**src/tcdm_consts.svh**
```systemverilog
////////////////////////////////////////
// widths and sizes shared by the TCDM FIFO
// TCDM_DATA_W must be TCDM_BE_W bytes wide
// TCDM_BANK_WORDS must fit in TCDM_ADDR_W
////////////////////////////////////////

`ifndef TCDM_CONSTS_SVH
`define TCDM_CONSTS_SVH

`define TCDM_ADDR_W      8    // word address
`define TCDM_DATA_W      32
`define TCDM_BE_W        4    // one enable per byte
`define TCDM_USER_W      4    // tag echoed with the response

`define TCDM_FIFO_DEPTH  4    // same depth for both directions

`define TCDM_BANK_WORDS  256

`endif
```
**src/tcdm_pkg.sv**
```systemverilog
////////////////////////////////////////
// types for the TCDM request/response path
// wen high means read, as on the TCDM bus
////////////////////////////////////////

`default_nettype none

`include "tcdm_consts.svh"

package tcdm_pkg;

  typedef logic [`TCDM_ADDR_W-1:0] addr_t;
  typedef logic [`TCDM_DATA_W-1:0] data_t;
  typedef logic [`TCDM_BE_W-1:0]   be_t;
  typedef logic [`TCDM_USER_W-1:0] user_t;

  // request as issued by the master, 49 bits
  typedef struct packed {
    addr_t add;
    data_t data;
    be_t   be;
    logic  wen;   // 1 read, 0 write
    user_t user;
  } tcdm_req_t;

  // read response, 36 bits
  typedef struct packed {
    data_t r_data;
    user_t r_user;
  } tcdm_rsp_t;

  typedef struct packed {
    logic empty;
    logic full;
  } fifo_flags_t;

endpackage

`default_nettype wire

```
**src/tcdm_core_fifo.sv**
```systemverilog
////////////////////////////////////////
// decoupling FIFO pair for one TCDM port
// bank must answer a read exactly 1 cycle after gnt
// clear_i drops pending requests and responses
// no boffs, single master only
////////////////////////////////////////

`default_nettype none

`include "tcdm_consts.svh"

module tcdm_core_fifo
  import tcdm_pkg::*;
(
  input  logic        clk_i,
  input  logic        rst_ni,
  input  logic        clear_i,
  // master side
  input  tcdm_req_t   req_i,
  input  logic        req_valid_i,
  output logic        gnt_o,
  output tcdm_rsp_t   rsp_o,
  output logic        rsp_valid_o,
  input  logic        rsp_ready_i,
  // bank side
  output tcdm_req_t   bank_req_o,
  output logic        bank_req_valid_o,
  input  logic        bank_gnt_i,
  input  tcdm_rsp_t   bank_rsp_i,
  input  logic        bank_rsp_valid_i,
  output fifo_flags_t flags_o
);

  localparam int unsigned REQ_W = $bits(tcdm_req_t);
  localparam int unsigned RSP_W = $bits(tcdm_rsp_t);

  fifo_flags_t      flags_out;
  fifo_flags_t      flags_in;
  logic             out_ready;
  logic             out_valid;
  logic [REQ_W-1:0] out_pop_data;
  logic             in_push;
  logic             in_ready;
  logic             in_valid;
  tcdm_rsp_t        in_push_data;
  logic [RSP_W-1:0] in_pop_data;
  logic             capt_valid_q;
  tcdm_rsp_t        capt_q;
  logic             rd_inflight_q;

  // outgoing requests
  // no grant during clear, the push would be dropped anyway
  assign gnt_o = out_ready & ~clear_i;

  stream_fifo #(
    .DATA_W ( REQ_W            ),
    .DEPTH  ( `TCDM_FIFO_DEPTH )
  ) i_fifo_outgoing (
    .clk_i   ( clk_i               ),
    .rst_ni  ( rst_ni              ),
    .clear_i ( clear_i             ),
    .push_i  ( req_valid_i & gnt_o ),
    .data_i  ( req_i               ),
    .pop_i   ( bank_gnt_i          ),
    .data_o  ( out_pop_data        ),
    .valid_o ( out_valid           ),
    .ready_o ( out_ready           ),
    .flags_o ( flags_out           )
  );

  assign bank_req_o = tcdm_req_t'(out_pop_data);
  // issue only with room for the answer, and never into a clear
  assign bank_req_valid_o = out_valid & in_ready & ~clear_i;

  // incoming responses
  // the captured response is older, so it goes first
  assign in_push      = capt_valid_q | bank_rsp_valid_i;
  assign in_push_data = capt_valid_q ? capt_q : bank_rsp_i;

  // one slot is enough: a response only follows a grant given with room
  always_ff @(posedge clk_i or negedge rst_ni) begin
    if (!rst_ni) begin
      capt_valid_q <= 1'b0;
    end else if (clear_i) begin
      capt_valid_q <= 1'b0;
    end else if (bank_rsp_valid_i & (capt_valid_q | ~in_ready)) begin
      capt_valid_q <= 1'b1;    // new response could not go in directly
    end else if (in_ready) begin
      capt_valid_q <= 1'b0;
    end
  end

  always_ff @(posedge clk_i) begin
    if (bank_rsp_valid_i) capt_q <= bank_rsp_i;
  end

  // a granted read sits in the bank for one cycle
  always_ff @(posedge clk_i or negedge rst_ni) begin
    if (!rst_ni) begin
      rd_inflight_q <= 1'b0;
    end else if (clear_i) begin
      rd_inflight_q <= 1'b0;
    end else begin
      rd_inflight_q <= bank_gnt_i & bank_req_o.wen;
    end
  end

  stream_fifo #(
    .DATA_W ( RSP_W            ),
    .DEPTH  ( `TCDM_FIFO_DEPTH )
  ) i_fifo_incoming (
    .clk_i   ( clk_i        ),
    .rst_ni  ( rst_ni       ),
    .clear_i ( clear_i      ),
    .push_i  ( in_push      ),
    .data_i  ( in_push_data ),
    .pop_i   ( rsp_ready_i  ),
    .data_o  ( in_pop_data  ),
    .valid_o ( in_valid     ),
    .ready_o ( in_ready     ),
    .flags_o ( flags_in     )
  );

  assign rsp_o       = tcdm_rsp_t'(in_pop_data);
  assign rsp_valid_o = in_valid;

  // empty also covers a read held in the bank or in the capture slot
  assign flags_o.empty = flags_out.empty & flags_in.empty & ~capt_valid_q & ~rd_inflight_q;
  assign flags_o.full  = flags_out.full;

endmodule

`default_nettype wire

```
**src/stream_fifo.sv**
```systemverilog
////////////////////////////////////////
// synchronous FIFO, no fall-through
// push on full and pop on empty are dropped
// clear_i wins over push and pop
////////////////////////////////////////

`default_nettype none

module stream_fifo
  import tcdm_pkg::*;
#(
  parameter int unsigned DATA_W = 32,
  parameter int unsigned DEPTH  = 4
) (
  input  logic              clk_i,
  input  logic              rst_ni,
  input  logic              clear_i,
  input  logic              push_i,
  input  logic [DATA_W-1:0] data_i,
  input  logic              pop_i,
  output logic [DATA_W-1:0] data_o,
  output logic              valid_o,
  output logic              ready_o,
  output fifo_flags_t       flags_o
);

  localparam int unsigned PTR_W = (DEPTH > 1) ? $clog2(DEPTH) : 1;
  localparam int unsigned CNT_W = $clog2(DEPTH + 1);

  logic [DATA_W-1:0] mem_q [DEPTH];
  logic [PTR_W-1:0]  wr_ptr_q;
  logic [PTR_W-1:0]  rd_ptr_q;
  logic [CNT_W-1:0]  cnt_q;    // occupancy
  logic              empty;
  logic              full;
  logic              do_push;
  logic              do_pop;

  // wrap at DEPTH, also for depths that are not a power of two
  function automatic logic [PTR_W-1:0] ptr_inc(input logic [PTR_W-1:0] ptr);
    return (ptr == PTR_W'(DEPTH - 1)) ? '0 : ptr + PTR_W'(1);
  endfunction

  assign empty   = (cnt_q == '0);
  assign full    = (cnt_q == CNT_W'(DEPTH));
  assign do_push = push_i & ~full;
  assign do_pop  = pop_i & ~empty;

  always_ff @(posedge clk_i or negedge rst_ni) begin
    if (!rst_ni) begin
      wr_ptr_q <= '0;
      rd_ptr_q <= '0;
      cnt_q    <= '0;
    end else if (clear_i) begin
      wr_ptr_q <= '0;
      rd_ptr_q <= '0;
      cnt_q    <= '0;
    end else begin
      if (do_push) wr_ptr_q <= ptr_inc(wr_ptr_q);
      if (do_pop)  rd_ptr_q <= ptr_inc(rd_ptr_q);
      case ({do_push, do_pop})
        2'b10:   cnt_q <= cnt_q + CNT_W'(1);
        2'b01:   cnt_q <= cnt_q - CNT_W'(1);
        default: ;    // both or neither, count holds
      endcase
    end
  end

  always_ff @(posedge clk_i) begin
    if (do_push) mem_q[wr_ptr_q] <= data_i;
  end

  assign data_o        = mem_q[rd_ptr_q];
  assign valid_o       = ~empty;
  assign ready_o       = ~full;
  assign flags_o.empty = empty;
  assign flags_o.full  = full;

endmodule

`default_nettype wire

```
**config.mk**
```make
export PLATFORM = sky130hd
export DESIGN_NAME = tcdm_core_fifo
export DESIGN_NICKNAME = d
export VERILOG_FILES = /design/src/tcdm_pkg.sv /design/src/tcdm_core_fifo.sv /design/src/stream_fifo.sv
export VERILOG_INCLUDE_DIRS = /design/src
export SDC_FILE = /design/constraint.sdc
export NUM_CORES = 1
export LEC_CHECK = 0
export ABC_AREA = 1
export BUFFER_PORTS_ARGS = -buffer_cell sky130_fd_sc_hd__buf_2
export CAP_MARGIN = 25
export CORE_MARGIN = 10
export CORE_UTILIZATION = 45
export CTS_CLUSTER_DIAMETER = 150
export DETAILED_ROUTE_END_ITERATION = 8
export PLACE_DENSITY = 0.63
export SLEW_MARGIN = 20
export SYNTH_ARGS = -nofsm -noshare
export SYNTH_HDL_FRONTEND = slang
export SYNTH_HIERARCHICAL = 1
export SYNTH_SLANG_ARGS = --single-unit
```
**constraint.sdc**
```tcl
create_clock -name clk_i -period 5.45 [get_ports clk_i]
set_clock_uncertainty 0.05 [all_clocks]
set_input_delay 0.545 -clock clk_i [delete_from_list [all_inputs] [get_ports clk_i]]
set_output_delay 0.545 -clock clk_i [all_outputs]
set_load 0.02 [all_outputs]
```
==> reports/qor.txt <==
Core Rows - 67
Bufs on Longest Clock Path - 3
maximum achievable frequency - 298 MHz
static leakage - 6.50 nW
vias in the first global route - 9521
path depth of the worst reg2reg path - 6
post-cts repair resize count - 0
initial standard-cell utilization of the core - 45.5%
share of layout cells above drive strength 1 - 21.6%
startpoint-to-endpoint class of the critical path - flip-flop to output pin
die span in x - 204 um
Final Non-Filler Cells - 1787
P_int - 5.76 mW
DRC violations left - 0
Startpoint Class - flip-flop
global-route wire length before repair - 53.0 mm
Final Hold Fails - 0
Core ar. - 0.0334 mm2
Initial DRC Count - 586
Area Growth Syn to Fin - 17.2%
end-of-flow core utilization - 53.4%
clock period minus final worst setup slack - 3350 ps
Avg Synthesized Cell Area - 13.6 um2
power share of the clock group - 29.3%
highest-count cells in the layout ignoring fill and taps - sky130_fd_sc_hd__edfxtp_1 (376), sky130_fd_sc_hd__buf_2 (181), sky130_fd_sc_hd__nor2_1 (174)
min-delay src - bank_rsp_i[4]
residual antenna-violating net count after detailed routing - 0
CTS tree - built
Worst Hold Depth - 1
launch point of the worst reg-to-reg path - i_fifo_outgoing/cnt_q[0]
antenna violations before repair - 9
sort of element at the end of the critical path - output pin
max-capacitance violation count - 0
master cell of the clock root buffer - sky130_fd_sc_hd__clkbuf_16
hold-fix buffer count after cts - 1
part of the total power dissipated in sequential elements - 42.4%
total overflow reported by the global router - 0
number of vias in the routed layout - 9315
total die area - 0.0416 mm2
setup bufs post-CTS - 0
largest driver fanout on the critical path - 75
die boundary height - 204 um
ratio of final minimum period to clock period - 61.5%
worst vdd ir - 0.304 mV
PwrDens - 487 mW/mm2
setup repair after global routing missed its margin - false
measured slew at the worst slew-check pin - 926 ps
number of search-and-repair iterations in the first detailed-routing pass - 5
Sw Share - 33.7%
TritonCTS Buffers - 42
depth of the CTS H-tree - 2
Synth Warn # - 6
worst hold path class - input port to flip-flop
IO Pins - 182
largest net degree at the start of global routing - 100
DR WL/cell - 18.8 um
timing startpoint of the critical path - i_fifo_incoming/rd_ptr_q[0]
count of final setup violators - 0
Max Transition Viols Final - 0
Gate Count Post-Synth - 1124
weighted congestion reported at the end of routability-driven placement - 0.748
worst rel slew slack - 38.3%
overall track demand over capacity in global routing - 15.9%
nets@finish - 1408
worst setup margin - 2100 ps
Post-Synthesis Cell Area - 0.0152 mm2
Hold Slack - 170 ps
pre-CTS WS - 2590 ps
# port buffers - 181
placed wire-length estimate after detailed placement - 20.1 mm
switching power - 2.93 mW
CTS clk-pin slew, worst paths - 60 ps
final sum of negative setup slack - 0 ps
cell total after placement - 1706
run status - finished, final reports clean
Worst-Skew Late Latency - 520 ps
wirelength, routed - 33.6 mm
combinational power share - 28.3%
via density per instance - 5.21
Net Count, Synth - 1228
required time reported for the critical path endpoint - 4860 ps
critical path arrival - 2760 ps
commonest non-fill, non-tap cell in the layout - sky130_fd_sc_hd__edfxtp_1
clock sink count - 392
-- path summary, 6_finish.rpt --
| check | to | slack [ps] |
|---|---|---|
| worst min register to register | i_fifo_outgoing/cnt_q[1] | 500 |
| worst max register to register | i_fifo_outgoing/mem_q[1][17] | 2950 |
| min in group asynchronous | i_fifo_outgoing/rd_ptr_q[0] | 480 |
| worst max-delay path | rsp_o[25] | 2100 |
| max in group asynchronous | i_fifo_incoming/rd_ptr_q[0] | 4540 |
| worst min-delay path | capt_q[4] | 170 |
-- power by group through the flow --
stage / Sequential [mW] / Combinational (mW) / Clock, mW
after floorplan: 3.72 / 1.66 / 0
after global placement: 3.75 / 2.46 / 0
after detailed placement: 3.75 / 2.49 / 0
after CTS: 3.69 / 2.50 / 2.61
after global routing: 3.71 / 2.73 / 2.73
final: 3.69 / 2.46 / 2.55
-- stage by stage --
step                power (mW)  instance area [um2]
floorplan                 5.39                15200
detailed placement        6.24                16600
global placement          6.20                16600
finish                    8.69                17900
global route              9.17                17800
CTS                       8.80                17800
-- cell type report --
| cell class | count | area, um2 |
|---|---|---|
| fill | 2741 | 15600 |
| sequential | 392 | 11700 |
| multi-input combinational | 633 | 3140 |
| clock buffer | 58 | 1150 |
| timing repair buffer | 200 | 1070 |
| tap | 448 | 561 |
| inverter | 35 | 139 |
| clock inverter | 18 | 87.6 |
| antenna | 3 | 7.51 |
-- sequential cells by signal, summed over array words and instances, names as in the netlist --
signal and count:
capt_valid_q 1, i_fifo_outgoing/wr_ptr_q 2, i_fifo_outgoing/mem_q 196, rd_inflight_q 1
capt_q 36, i_fifo_incoming/cnt_q 3, i_fifo_incoming/rd_ptr_q 2, i_fifo_incoming/wr_ptr_q 2
i_fifo_outgoing/rd_ptr_q 2, i_fifo_outgoing/cnt_q 3, i_fifo_incoming/mem_q 144
-- critical path: stages, from the launching register on --
cell and delay, ps:
sky130_fd_sc_hd__dfrtp_2 380, sky130_fd_sc_hd__buf_4 330, sky130_fd_sc_hd__inv_2 280, sky130_fd_sc_hd__buf_4 550
sky130_fd_sc_hd__o21ai_0 180, sky130_fd_sc_hd__o22ai_1 270, sky130_fd_sc_hd__buf_2 230
-- routing by layer --
| layer | up-vias | track usage, % | share of wire (%) |
|---|---|---|---|
| li1 | 4467 | - | - |
| met1 | 4522 | 19.9 | 42 |
| met2 | 252 | 26.3 | 48 |
| met3 | 62 | 5.23 | 8.1 |
| met4 | 12 | 3.86 | 1.8 |
| met5 | - | 0 | 0.21 |
No activity file was read; power rests on OpenSTA's default activity.
